[config.mk]
export PLATFORM = sky130hd
export DESIGN_NAME = hb_dec_top
export DESIGN_NICKNAME = d
export VERILOG_FILES = /design/src/source/hb_pkg.sv /design/src/source/srl.sv /design/src/source/hb_ctrl_regs.sv /design/src/source/hb_dec.sv /design/src/source/hb_dec_top.sv
export VERILOG_INCLUDE_DIRS = /design/src /design/src/source
export SDC_FILE = /design/constraint.sdc
export NUM_CORES = 2
export LEC_CHECK = 0
export ABC_AREA = 1
export BUFFER_PORTS_ARGS = -buffer_cell sky130_fd_sc_hd__buf_2
export CORE_UTILIZATION = 35
export CTS_CLUSTER_SIZE = 24
export DETAILED_ROUTE_END_ITERATION = 8
export PLACE_DENSITY = 0.58
export RECOVER_POWER = 50
export SLEW_MARGIN = 20
export SYNTH_ARGS = -nofsm -noshare
export SYNTH_HDL_FRONTEND = slang
export SYNTH_SLANG_ARGS = --single-unit
[constraint.sdc]
create_clock -name clk -period 51.1 [get_ports clk]
set_input_delay 5.11 -clock clk [delete_from_list [all_inputs] [get_ports clk]]
set_output_delay 5.11 -clock clk [all_outputs]
set_load 0.02 [all_outputs]
[src/source/hb_consts.svh]
// Widths, pipeline depths, register map and taps of the halfband decimator, included by its RTL
`ifndef HB_CONSTS_SVH
`define HB_CONSTS_SVH

`define HB_WIDTH      24           // External sample width
`define HB_INTWIDTH   17           // Rounded internal sample, fits 18-bit multiplier after pair add
`define HB_ACCWIDTH   36           // Product and accumulator width
`define HB_SHIFT      6            // Places centre sample in output scale
`define HB_OUT_DELAY  11           // Odd stb_in to stb_out, in clocks

`define HB_ADDR_CTRL  2'd0         // Bit 0 run, bit 1 bypass
`define HB_ADDR_CPI   2'd1         // Clocks per input
`define HB_CPI_RESET  9'd2

// Symmetric taps, outer to inner, scaled by 2^18; centre tap of one half is implicit
`define HB_C0 (-18'sd107)
`define HB_C1 (18'sd445)
`define HB_C2 (-18'sd1271)
`define HB_C3 (18'sd2959)
`define HB_C4 (-18'sd6107)
`define HB_C5 (18'sd11953)
`define HB_C6 (-18'sd24706)
`define HB_C7 (18'sd82359)

`endif

[src/source/hb_pkg.sv]
// Shared sample, coefficient and control types of the halfband decimator
`include "hb_consts.svh"

package hb_pkg;

   // External sample as seen on the ports
   typedef logic signed [`HB_WIDTH-1:0] sample_t;

   // Input rounded for the multipliers
   typedef logic signed [`HB_INTWIDTH-1:0] int_sample_t;

   // Filter tap, 18-bit multiplier operand
   typedef logic signed [17:0] coeff_t;

   // Tap sequencing, 0 idle and 1 to 4 active
   typedef logic [2:0] phase_t;

   // Clocks per input sample
   typedef logic [8:0] cpi_t;

endpackage

[src/source/srl.sv]
// Addressable 16-deep sample shift register, one per filter read port
module srl (
   input  logic                clk,
   input  logic                rst,
   input  logic                write,   // Shift in new sample
   input  hb_pkg::int_sample_t in,
   input  logic [3:0]          addr,    // 0 is the newest sample
   output hb_pkg::int_sample_t out
);

   hb_pkg::int_sample_t mem [16];

   always_ff @(posedge clk) begin
      if (rst) begin
         for (int i = 0; i < 16; i++) mem[i] <= '0;   // Defined history for first outputs
      end else if (write) begin
         mem[0] <= in;
         for (int i = 1; i < 16; i++) mem[i] <= mem[i-1];
      end
   end

   assign out = mem[addr];                // Combinational read

endmodule

[src/source/hb_ctrl_regs.sv]
// Wishbone classic register slave holding run, bypass and cpi for the halfband decimator
`include "hb_consts.svh"

module hb_ctrl_regs (
   input  logic         clk,
   input  logic         rst,
   input  logic         wb_cyc,
   input  logic         wb_stb,
   input  logic         wb_we,
   input  logic [1:0]   wb_adr,     // Word address
   input  logic [31:0]  wb_dat_w,
   output logic [31:0]  wb_dat_r,
   output logic         wb_ack,
   output logic         run,
   output logic         bypass,
   output hb_pkg::cpi_t cpi
);

   localparam int CPI_W = $bits(hb_pkg::cpi_t);

   logic req;                           // New request, not yet acked

   assign req = wb_cyc & wb_stb & ~wb_ack;   // No back-to-back ack

   always_ff @(posedge clk) begin
      if (rst) begin
         wb_ack <= 1'b0;
         run    <= 1'b0;
         bypass <= 1'b0;
         cpi    <= `HB_CPI_RESET;
      end else begin
         wb_ack <= req;
         if (req && wb_we) begin                        // Write lands with the ack edge
            if (wb_adr == `HB_ADDR_CTRL) begin
               run    <= wb_dat_w[0];
               bypass <= wb_dat_w[1];
            end
            if (wb_adr == `HB_ADDR_CPI) cpi <= wb_dat_w[CPI_W-1:0];
         end
      end
   end

   // Read data, valid with ack
   always_ff @(posedge clk) begin
      if (req) begin
         case (wb_adr)
            `HB_ADDR_CTRL: wb_dat_r <= {30'b0, bypass, run};
            `HB_ADDR_CPI:  wb_dat_r <= 32'(cpi);
            default:       wb_dat_r <= '0;              // Unmapped
         endcase
      end
   end

endmodule

[src/source/hb_dec.sv]
// Halfband decimate-by-2 filter core with input rounding, two multiply lanes and bypass, used by the stage top level
`include "hb_consts.svh"

module hb_dec (
   input  logic            clk,
   input  logic            rst,
   input  logic            run,        // Low holds pairing and taps idle
   input  logic            bypass,     // Pass input through with one register
   input  hb_pkg::cpi_t    cpi,        // Clocks per input picking the centre tap delay
   input  logic            stb_in,
   input  hb_pkg::sample_t data_in,
   output logic            stb_out,
   output hb_pkg::sample_t data_out
);

   localparam int PRE_LEN  = `HB_OUT_DELAY - 2;        // Odd rounded strobe to final sum
   localparam int RND_DROP = `HB_WIDTH - `HB_INTWIDTH; // Input LSBs dropped
   localparam int SUM_W    = `HB_WIDTH + 1;            // Rounded acc and final sum
   localparam int ACC_DROP = `HB_ACCWIDTH - SUM_W;     // Acc LSBs dropped

   logic signed [`HB_WIDTH:0]    rnd_sum;              // Input plus half LSB
   logic signed [`HB_INTWIDTH:0] rnd_q;                // Before saturation
   hb_pkg::int_sample_t          rnd_sat;
   logic                         stb_rnd;
   hb_pkg::int_sample_t          data_rnd;

   logic                         odd;                  // Next rounded sample closes a pair
   logic                         write_odd;
   logic                         write_even;
   hb_pkg::phase_t               phase;
   hb_pkg::phase_t               phase_d1;             // Aligned with pair sums
   logic [PRE_LEN-1:0]           stb_pre;              // One bit per result in flight
   logic [1:0]                   tap_idx;
   logic [3:0]                   addr_a, addr_b, addr_c, addr_d;
   logic [3:0]                   addr_even;

   hb_pkg::int_sample_t          odd_a, odd_b, odd_c, odd_d;
   hb_pkg::int_sample_t          data_even;
   logic signed [`HB_INTWIDTH:0] sum_o, sum_i;         // 18-bit multiplier inputs
   hb_pkg::coeff_t               coeff_o, coeff_i;
   logic signed [`HB_ACCWIDTH-1:0] prod_o, prod_i;
   logic signed [`HB_ACCWIDTH-1:0] sum_prod;
   logic signed [`HB_ACCWIDTH-1:0] acc;
   logic                         clear;
   logic                         do_acc;
   logic signed [SUM_W-1:0]      acc_rnd;
   logic signed [SUM_W-1:0]      even_ext;
   logic signed [SUM_W-1:0]      final_sum;
   hb_pkg::sample_t              final_clip;
   logic                         sel_stb;

   // Input rounding to nearest with ties up
   assign rnd_sum = {data_in[`HB_WIDTH-1], data_in} + SUM_W'(1 << (RND_DROP - 1));
   assign rnd_q   = rnd_sum[`HB_WIDTH:RND_DROP];

   always_comb begin
      if (rnd_q[`HB_INTWIDTH] != rnd_q[`HB_INTWIDTH-1])   // Only max can round past range
         rnd_sat = {1'b0, {(`HB_INTWIDTH-1){1'b1}}};
      else
         rnd_sat = rnd_q[`HB_INTWIDTH-1:0];
   end

   always_ff @(posedge clk) begin
      if (rst) stb_rnd <= 1'b0;
      else     stb_rnd <= stb_in;
   end

   always_ff @(posedge clk) begin
      if (stb_in) data_rnd <= rnd_sat;
   end

   // Pairing and tap sequencing
   always_ff @(posedge clk) begin
      if (rst || !run)  odd <= 1'b0;
      else if (stb_rnd) odd <= ~odd;
   end

   assign write_odd  = stb_rnd & odd;
   assign write_even = stb_rnd & ~odd;

   always_ff @(posedge clk) begin
      if (rst || !run)                phase <= '0;
      else if (write_odd)             phase <= 3'd1;        // Start of four tap phases
      else if (phase == 3'd4)         phase <= '0;
      else if (phase != '0)           phase <= phase + 3'd1;
   end

   always_ff @(posedge clk) begin
      if (rst) begin
         phase_d1 <= '0;
         stb_pre  <= '0;
      end else begin
         phase_d1 <= phase;
         stb_pre  <= {stb_pre[PRE_LEN-2:0], write_odd};
      end
   end

   // Symmetric read addresses for pairs (i, 15-i) and (i+4, 11-i)
   assign tap_idx = (phase == '0) ? 2'd0 : 2'(phase - 3'd1);
   assign addr_a  = {2'b00, tap_idx};
   assign addr_b  = 4'd15 - addr_a;
   assign addr_c  = addr_a + 4'd4;
   assign addr_d  = 4'd11 - addr_a;

   always_ff @(posedge clk) begin
      case (cpi)
         9'd2:                          addr_even <= 4'd9;  // Fastest input rate
         9'd3, 9'd4, 9'd5, 9'd6, 9'd7:  addr_even <= 4'd8;
         default:                       addr_even <= 4'd7;
      endcase
   end

   srl i_srl_odd_a  (.clk(clk), .rst(rst), .write(write_odd),  .in(data_rnd),
                     .addr(addr_a), .out(odd_a));
   srl i_srl_odd_b  (.clk(clk), .rst(rst), .write(write_odd),  .in(data_rnd),
                     .addr(addr_b), .out(odd_b));
   srl i_srl_odd_c  (.clk(clk), .rst(rst), .write(write_odd),  .in(data_rnd),
                     .addr(addr_c), .out(odd_c));
   srl i_srl_odd_d  (.clk(clk), .rst(rst), .write(write_odd),  .in(data_rnd),
                     .addr(addr_d), .out(odd_d));
   srl i_srl_even   (.clk(clk), .rst(rst), .write(write_even), .in(data_rnd),
                     .addr(addr_even), .out(data_even));

   always_comb begin
      case (phase_d1)
         3'd2: begin
            coeff_o = `HB_C1;
            coeff_i = `HB_C5;
         end
         3'd3: begin
            coeff_o = `HB_C2;
            coeff_i = `HB_C6;
         end
         3'd4: begin
            coeff_o = `HB_C3;
            coeff_i = `HB_C7;
         end
         default: begin                 // Phase 1 and idle
            coeff_o = `HB_C0;
            coeff_i = `HB_C4;
         end
      endcase
   end

   // Two-lane multiply-add pipeline
   always_ff @(posedge clk) begin
      sum_o    <= (`HB_INTWIDTH+1)'(odd_a) + (`HB_INTWIDTH+1)'(odd_b);   // Outer pair
      sum_i    <= (`HB_INTWIDTH+1)'(odd_c) + (`HB_INTWIDTH+1)'(odd_d);   // Inner pair
      prod_o   <= sum_o * coeff_o;
      prod_i   <= sum_i * coeff_i;
      sum_prod <= prod_o + prod_i;                                       // Cannot overflow
   end

   assign clear  = stb_pre[3];          // First phase reaches the accumulator
   assign do_acc = |stb_pre[6:3];

   always_ff @(posedge clk) begin
      if (clear)       acc <= sum_prod;
      else if (do_acc) acc <= acc + sum_prod;
   end

   // Output rounding, centre tap and clipping
   assign acc_rnd  = SUM_W'((acc + `HB_ACCWIDTH'(1 << (ACC_DROP - 1))) >>> ACC_DROP);
   assign even_ext = SUM_W'(data_even) <<< `HB_SHIFT;   // Centre tap of one half

   always_ff @(posedge clk) begin
      final_sum <= acc_rnd + even_ext;
   end

   always_comb begin
      if (final_sum[SUM_W-1] != final_sum[SUM_W-2])
         final_clip = final_sum[SUM_W-1] ? {1'b1, {(`HB_WIDTH-1){1'b0}}}
                                          : {1'b0, {(`HB_WIDTH-1){1'b1}}};
      else
         final_clip = final_sum[`HB_WIDTH-1:0];
   end

   assign sel_stb = bypass ? stb_in : stb_pre[PRE_LEN-1];

   always_ff @(posedge clk) begin
      if (rst) stb_out <= 1'b0;
      else     stb_out <= sel_stb;
   end

   always_ff @(posedge clk) begin
      if (sel_stb) data_out <= bypass ? data_in : final_clip;   // Held between strobes
   end

endmodule

[src/source/hb_dec_top.sv]
// Top level of the halfband decimator stage, register slave plus filter core on plain ports
module hb_dec_top (
   input  logic            clk,
   input  logic            rst,
   input  logic            wb_cyc,
   input  logic            wb_stb,
   input  logic            wb_we,
   input  logic [1:0]      wb_adr,
   input  logic [31:0]     wb_dat_w,
   output logic [31:0]     wb_dat_r,
   output logic            wb_ack,
   input  logic            stb_in,     // No faster than every cpi clocks
   input  hb_pkg::sample_t data_in,
   output logic            stb_out,
   output hb_pkg::sample_t data_out
);

   logic         run;
   logic         bypass;
   hb_pkg::cpi_t cpi;

   hb_ctrl_regs i_regs (
      .clk(clk), .rst(rst),
      .wb_cyc(wb_cyc), .wb_stb(wb_stb), .wb_we(wb_we), .wb_adr(wb_adr),
      .wb_dat_w(wb_dat_w), .wb_dat_r(wb_dat_r), .wb_ack(wb_ack),
      .run(run), .bypass(bypass), .cpi(cpi)
   );

   hb_dec i_dec (
      .clk(clk), .rst(rst),
      .run(run), .bypass(bypass), .cpi(cpi),
      .stb_in(stb_in), .data_in(data_in),
      .stb_out(stb_out), .data_out(data_out)
   );

endmodule

* Word-level counts from Yosys, hierarchy flattened
Memory sizes are Yosys's and may differ from the RTL's. A register that Yosys moved wholly into a read port is not among the register bits.
Cells that the tools add are included.
** Storage, ports and cells
- Bits in registers :: 308
- Bits in writable memories :: 1360
- Input port bits :: 64
- Output and inout bits :: 58
- Word-level logic and storage cells :: 254
- Memories kept :: 5
** Memories
- i_dec.i_srl_even.mem :: words 16, width 17, rd ports 16, clocked after Yosys merged registers in 1, write ports 16, RTL line srl.sv:11 : hb_pkg::int_sample_t mem [16];
- i_dec.i_srl_odd_a.mem :: words 16, width 17, rd ports 16, clocked after Yosys merged registers in 0, write ports 16, RTL line srl.sv:11
- i_dec.i_srl_odd_b.mem :: words 16, width 17, rd ports 16, clocked after Yosys merged registers in 0, write ports 16, RTL line srl.sv:11
- i_dec.i_srl_odd_c.mem :: words 16, width 17, rd ports 16, clocked after Yosys merged registers in 0, write ports 16, RTL line srl.sv:11
- i_dec.i_srl_odd_d.mem :: words 16, width 17, rd ports 16, clocked after Yosys merged registers in 0, write ports 16, RTL line srl.sv:11
** Cells by class
- Add/sub/neg operators :: 12
- Multipliers :: 2
- Equality and inequality tests :: 13
- Muxes and demuxes :: 102
- Bitwise logic cells :: 86
- Reductions and logical operators :: 13
** Operators by type and width (number)
- $mux W17 :: 80
- $pmux W18 S3 :: 2
- $or A1 B1 Y1 :: 80
- $add A36 B36 Y36 :: 2
- $mul A18 B18 Y36 :: 2
- $mux W24 :: 3
- $mux W36 :: 2
- $add A17 B17 Y18 :: 2
- $add A36 B12 Y36 const B :: 1
- $eq A9 B3 Y1 const B :: 4
- $add A24 B8 Y25 const B :: 1
- $add A25 B23 Y25 :: 1
- $eq A9 B2 Y1 const B :: 2
- $pmux W9 S2 :: 1
- $mux W1 :: 12
- $pmux W4 S2 :: 1
- $eq A3 B2 Y1 const B :: 2
- $eq A3 B3 Y1 const B :: 2
- $reduce_bool A3 Y1 :: 2
- $reduce_or A5 Y1 :: 1
- $add A2 B3 Y4 const B :: 1
- $and A1 B1 Y1 :: 4
- $reduce_and A2 Y1 :: 2
- $reduce_or A4 Y1 :: 1
- other kinds (15) :: 17

* Logic depth before layout (Yosys ltp)
- Depth after elaboration :: 6
- Gate-level depth with buffers :: 33
- Mapped depth without buffers :: 31

* Cells and area by module
A second synthesis with hierarchy kept.
** Second synthesis, totals
- Cell total of the unflattened synthesis :: 12256
- Area total of the unflattened synthesis :: 104781.7 um^2
** By module, submodules not included
- srl :: instances 5, cells each 1450, area each 12971.2 um^2, seq. area each 8167.8 um^2
- hb_dec :: instances 1, cells each 4875, area each 38803.5 um^2, seq. area each 6115.9 um^2
- hb_ctrl_regs :: instances 1, cells each 131, area each 1122.3 um^2, seq. area each 510.5 um^2

* Least setup slack after synthesis
No wires, ideal clock.
- Path kind :: reg-to-reg
- Start :: register i_dec.stb_rnd
- End :: memory i_dec.i_srl_even.mem[0][0] in the netlist's numbering, enable pin
- Library setup time :: 1.281 ns
- Arrival :: 19.311 ns
- Required time :: 49.819 ns
- Setup slack :: 30.508 ns
- Stages on the path, launching flop included :: 3
- Buffers on the path :: 0
- Period minus slack after synthesis :: 20.592 ns
- Path through :: dfxtp_1 > inv_1 > o21ai_0
** RTL lines
- start: declaration :: RTL line hb_dec.sv:24 : logic stb_rnd;
- start signal: assignment :: RTL line hb_dec.sv:65 : else stb_rnd <= stb_in;
- end: declaration :: RTL line srl.sv:11

* Final worst setup path
- Start :: register i_dec.phase_d1[1]
- End :: register i_dec.prod_i[27]
** Between the ends
- Word-level cells in the longest chain between the ends :: 3
- Elaborated cells on any way between the ends :: 5
- Those cells by class :: mul (1); eq/ne (3); mux (1)
** RTL lines
- start: declaration :: RTL line hb_dec.sv:31 : hb_pkg::phase_t phase_d1;
- start signal: assignment :: RTL line hb_dec.sv:93 : phase_d1 <= phase;
- $eq A3 B3 Y1 or $eq A3 B2 Y1 (tied branches) :: RTL line hb_dec.sv:125 : case (phase_d1)
- $pmux W18 S3 (*) :: RTL line hb_dec.sv:125
- $mul A18 B18 Y36 (*) :: RTL line hb_dec.sv:150 : prod_i <= sum_i * coeff_i;
- end signal: assignment :: RTL line hb_dec.sv:150
- end: declaration :: RTL line hb_dec.sv:41 : logic signed [`HB_ACCWIDTH-1:0] prod_o, prod_i;
Mark *: on every way between the ends. The rest lies on a longest branch, timed or not.
A chain may end at the register's enable or synchronous reset.

==> metrics.txt <==
Initial Util about a third; Starting DRT DRC Count around 3500; final number of hold-violating endpoints 0; hold-critical path endpoint i_dec.stb_pre[3]; element type at the critical path start flip-flop; number of nets at the end of the flow ~8200; path type of the worst setup path flip-flop to flip-flop; leading cell types in the layout, fill and taps excluded 1685 x sky130_fd_sc_hd__inv_1, 1069 x sky130_fd_sc_hd__nor2_1, 1060 x sky130_fd_sc_hd__nand2_1; endpoint of the most critical register-to-register path i_dec.prod_i[27]; Boundary Pins about 120; # Max-Cap Violations 10; number of pins exceeding their max-slew limit in the final report between 500 and 600; Req. time, crit path about 52 ns; Final setup violation count 0; final period demand of the worst path roughly 14 ns; maximum operating frequency roughly 72 MHz; timing startpoint of the critical path i_dec.phase_d1[1]; origin of the worst min-delay path i_dec.stb_pre[2]; run status finished, violations left; sum of routed wire length over all layers ~170000 µm; final core area utilization between 30% and 40%; synthesized cell area about 0.063 mm²; register bit total from synthesis between 800 and 900; die extent in x around 430 µm; Via-to-Cell Ratio 4.737; fraction of final layout cells with drive strength greater than 1 3.088%; Worst R2R Setup Slack between 30 and 40 ns; std cell rows approximately 160; die height approximately 430 µm; number of enable flip-flop cells after synthesis between 600 and 700; most frequent standard cell in the layout excluding fill and tap cells sky130_fd_sc_hd__inv_1; largest net degree at the start of global routing ~200; Critical Path Slowest Stage Cell sky130_fd_sc_hd__clkbuf_1; layout-stage area growth over the synthesis result 9.142%; TritonCTS buffer count 92; total of warnings raised by yosys 0; source of the worst register-to-register timing path i_dec.phase_d1[1]; maximum net fanout on the critical path 32; unrepaired setup endpoints after global routing false; Worst Clk Skew ~0.064 ns; most used cell along the critical path sky130_fd_sc_hd__inv_1; number of nets still failing antenna checks after routing 0; synthesized area divided by synthesized cell count between 8 and 9 µm²; Initial DRT Pass Iterations 7; CTS Sinks 832; Hold/Removal Path Class flip-flop to flip-flop; commonest register cell after synthesis sky130_fd_sc_hd__edfxtp_1; clk_lat worst skew between 0.7 and 0.8 ns; max_slew headroom -188.2%; Clock Path Buffers 3; antenna violations before repair 8; number of levels in the clock H-tree 3; clock root cell sky130_fd_sc_hd__clkbuf_16; global-route wire length before repair 262300 µm; DRC errors left 0; floorplan core area 0.1786 mm²; violations in the final reports max-capacitance violations, max-slew violations; Port-buffer cells between 70 and 80; Setup crit end kind flip-flop; number of setup buffers added after CTS 0; final weighted congestion of routability-driven global placement between 0.9 and 1; Total GRT Usage around a fifth; TritonCTS clock tree yes; clock slew at the register clock pins of the worst setup and hold paths 0.06 ns; fraction of the yosys area taken by sequential cells between 30% and 40%; half-perimeter wire length after detailed placement 130100 µm; final sum of negative setup slack 0 ns; share of flip-flops with an asynchronous set or reset after synthesis 0%; via count of the first global-routing pass 45650; cells on worst reg2reg path 29; max incr delay on CP 1.70 ns; overall die area 0.1816 mm²; hold buffer count at CTS 0; cells resized by post-CTS repair 0; vias 45540; actual slew at the worst max-slew pin 4.322 ns; count of unique library cells instantiated by Yosys 56; Worst Hold Depth 2; Synth Instances 7165; Tcrit/Tclk final 27.04%; arrival time worst endpoint roughly 14 ns; per-cell routed wire length approximately 17 µm; Overflow after GRT 0
-- cells in the mapped netlist (2+ instances only) --
| library cell | count | area [µm²] |
|---|---|---|
| sky130_fd_sc_hd__o21ai_0 | 239 | 1196 |
| sky130_fd_sc_hd__inv_1 | 1680 | 6306 |
| sky130_fd_sc_hd__dfxtp_1 | 202 | 4044 |
| sky130_fd_sc_hd__nand2b_1 | 4 | 25.02 |
| sky130_fd_sc_hd__nand4_1 | 45 | 281.5 |
| sky130_fd_sc_hd__xor2_1 | 132 | 1156 |
| sky130_fd_sc_hd__nand3_2 | 3 | 30.03 |
| sky130_fd_sc_hd__nor3_1 | 49 | 245.2 |
| sky130_fd_sc_hd__nor2_1 | 1065 | 3998 |
| sky130_fd_sc_hd__nand2_1 | 1058 | 3971 |
| sky130_fd_sc_hd__o22ai_1 | 65 | 406.6 |
| sky130_fd_sc_hd__o211ai_1 | 9 | 67.56 |
| sky130_fd_sc_hd__o21bai_1 | 32 | 240.2 |
| sky130_fd_sc_hd__a221oi_1 | 17 | 148.9 |
| sky130_fd_sc_hd__o21a_1 | 4 | 30.03 |
| sky130_fd_sc_hd__inv_2 | 11 | 41.29 |
| sky130_fd_sc_hd__buf_4 | 25 | 187.7 |
| sky130_fd_sc_hd__o21ai_1 | 4 | 20.02 |
| sky130_fd_sc_hd__a21o_1 | 16 | 120.1 |
| sky130_fd_sc_hd__a22oi_1 | 34 | 255.2 |
| sky130_fd_sc_hd__ha_1 | 335 | 4192 |
| sky130_fd_sc_hd__a21boi_0 | 9 | 67.56 |
| sky130_fd_sc_hd__edfxtp_1 | 630 | 18920 |
| sky130_fd_sc_hd__a31oi_1 | 47 | 294.0 |
| sky130_fd_sc_hd__nor3_4 | 2 | 32.53 |
| sky130_fd_sc_hd__nor2_2 | 15 | 93.84 |
| sky130_fd_sc_hd__nor4_1 | 7 | 43.79 |
| sky130_fd_sc_hd__buf_2 | 50 | 250.2 |
| sky130_fd_sc_hd__a211oi_1 | 2 | 15.01 |
| sky130_fd_sc_hd__clkbuf_1 | 123 | 461.7 |
| sky130_fd_sc_hd__nand3_1 | 176 | 880.8 |
| sky130_fd_sc_hd__xnor2_1 | 53 | 464.2 |
| sky130_fd_sc_hd__fa_1 | 614 | 12290 |
| sky130_fd_sc_hd__clkinv_1 | 9 | 33.78 |
| sky130_fd_sc_hd__nand2_2 | 8 | 50.05 |
| sky130_fd_sc_hd__o31ai_1 | 4 | 30.03 |
| sky130_fd_sc_hd__buf_1 | 17 | 63.81 |
| sky130_fd_sc_hd__nand3b_1 | 15 | 112.6 |
| sky130_fd_sc_hd__nor2_4 | 4 | 45.04 |
| sky130_fd_sc_hd__or2_2 | 7 | 43.79 |
| sky130_fd_sc_hd__a21oi_1 | 329 | 1647 |
-- stage by stage --
step                      setup WS (ns)  instances  cell area [µm²]  hold WS, ns
after floorplan                   30.51       7187            63040       0.3883
after global placement            42.01       9439            65750       0.4125
after detailed placement          41.92       9439            65750       0.4151
after CTS                         41.85       9610            68890       0.4211
after global routing              36.84       9613            68710       0.4401
final                             37.28       9613            68710       0.4147
-- critical path: cells and delay by family (launching register included) --
family | cells | cell delay [ns]
flip-flops | 1 | 0.31
XOR/XNOR | 3 | 1.03
AND/OR/NAND/NOR | 7 | 2.71
buffers and inverters | 12 | 6.29
AO/OA/AOI/OAI | 1 | 0.24
adder cells (fa/ha/maj) | 6 | 3.02
-- cells by family after synthesis --
logic type	synth area share, %
adders and majority gates	26.18
and+or+nand+nor	15.80
buffers and inverters	11.68
other	0.005956
DFF	36.47
AOI/OAI and AO/OA	7.289
xor gates and xnor gates	2.574
-- cell type report --
type	count	area, µm²
Tap cell	2355	2947
Fill cell	18120	109900
Sequential cell	832	22960
Inverter	1700	6386
Antenna cell	3	7.507
Timing Repair Buffer	113	558.0
Clock inverter	47	568.0
Multi-Input combinational cell	4439	32710
Clock buffer	124	2575
-- routing by layer --
metal  up-vias  global-route usage [%]  wire length [µm]
met3       217                   2.759              9864
met2      1164                   29.35             75180
met4         0                   5.502              4759
li1      22160                       -                 -
met1     21990                   26.50             78060
met5         -                       0                 0
-- how the worst max path moves through the flow --
stage / endpoint / slack [ns]
3_3_place_gp: i_dec.prod_i[27] / 42.01
4_1_cts: i_dec.prod_i[27] / 41.85
3_5_place_dp: i_dec.prod_i[27] / 41.92
6_report: i_dec.prod_i[27] / 37.28
5_1_grt: i_dec.prod_i[27] / 36.84
2_1_floorplan: i_dec.i_srl_even.mem[0][0] / 30.51
-- registers in the layout (all words and copies together), names as in the netlist, 9 cells and up, named ones only --
register and count:
i_dec.i_srl_even.mem 272, i_dec.i_srl_odd_b.mem 136, i_dec.i_srl_odd_d.mem 68, i_dec.i_srl_odd_c.mem 51, i_dec.acc 36, i_dec.prod_i 36
i_dec.prod_o 36, i_dec.sum_prod 36, i_dec.final_sum 25, i_dec.data_out 24, i_dec.sum_i 18, i_dec.sum_o 18
i_dec.data_rnd 17, i_dec.i_srl_odd_a.mem 17, i_dec.stb_pre 9, i_regs.cpi 9, i_regs.wb_dat_r 9
Power is not shown: default switching activity piles up to over one toggle a cycle in this logic, so the estimate is an artifact.
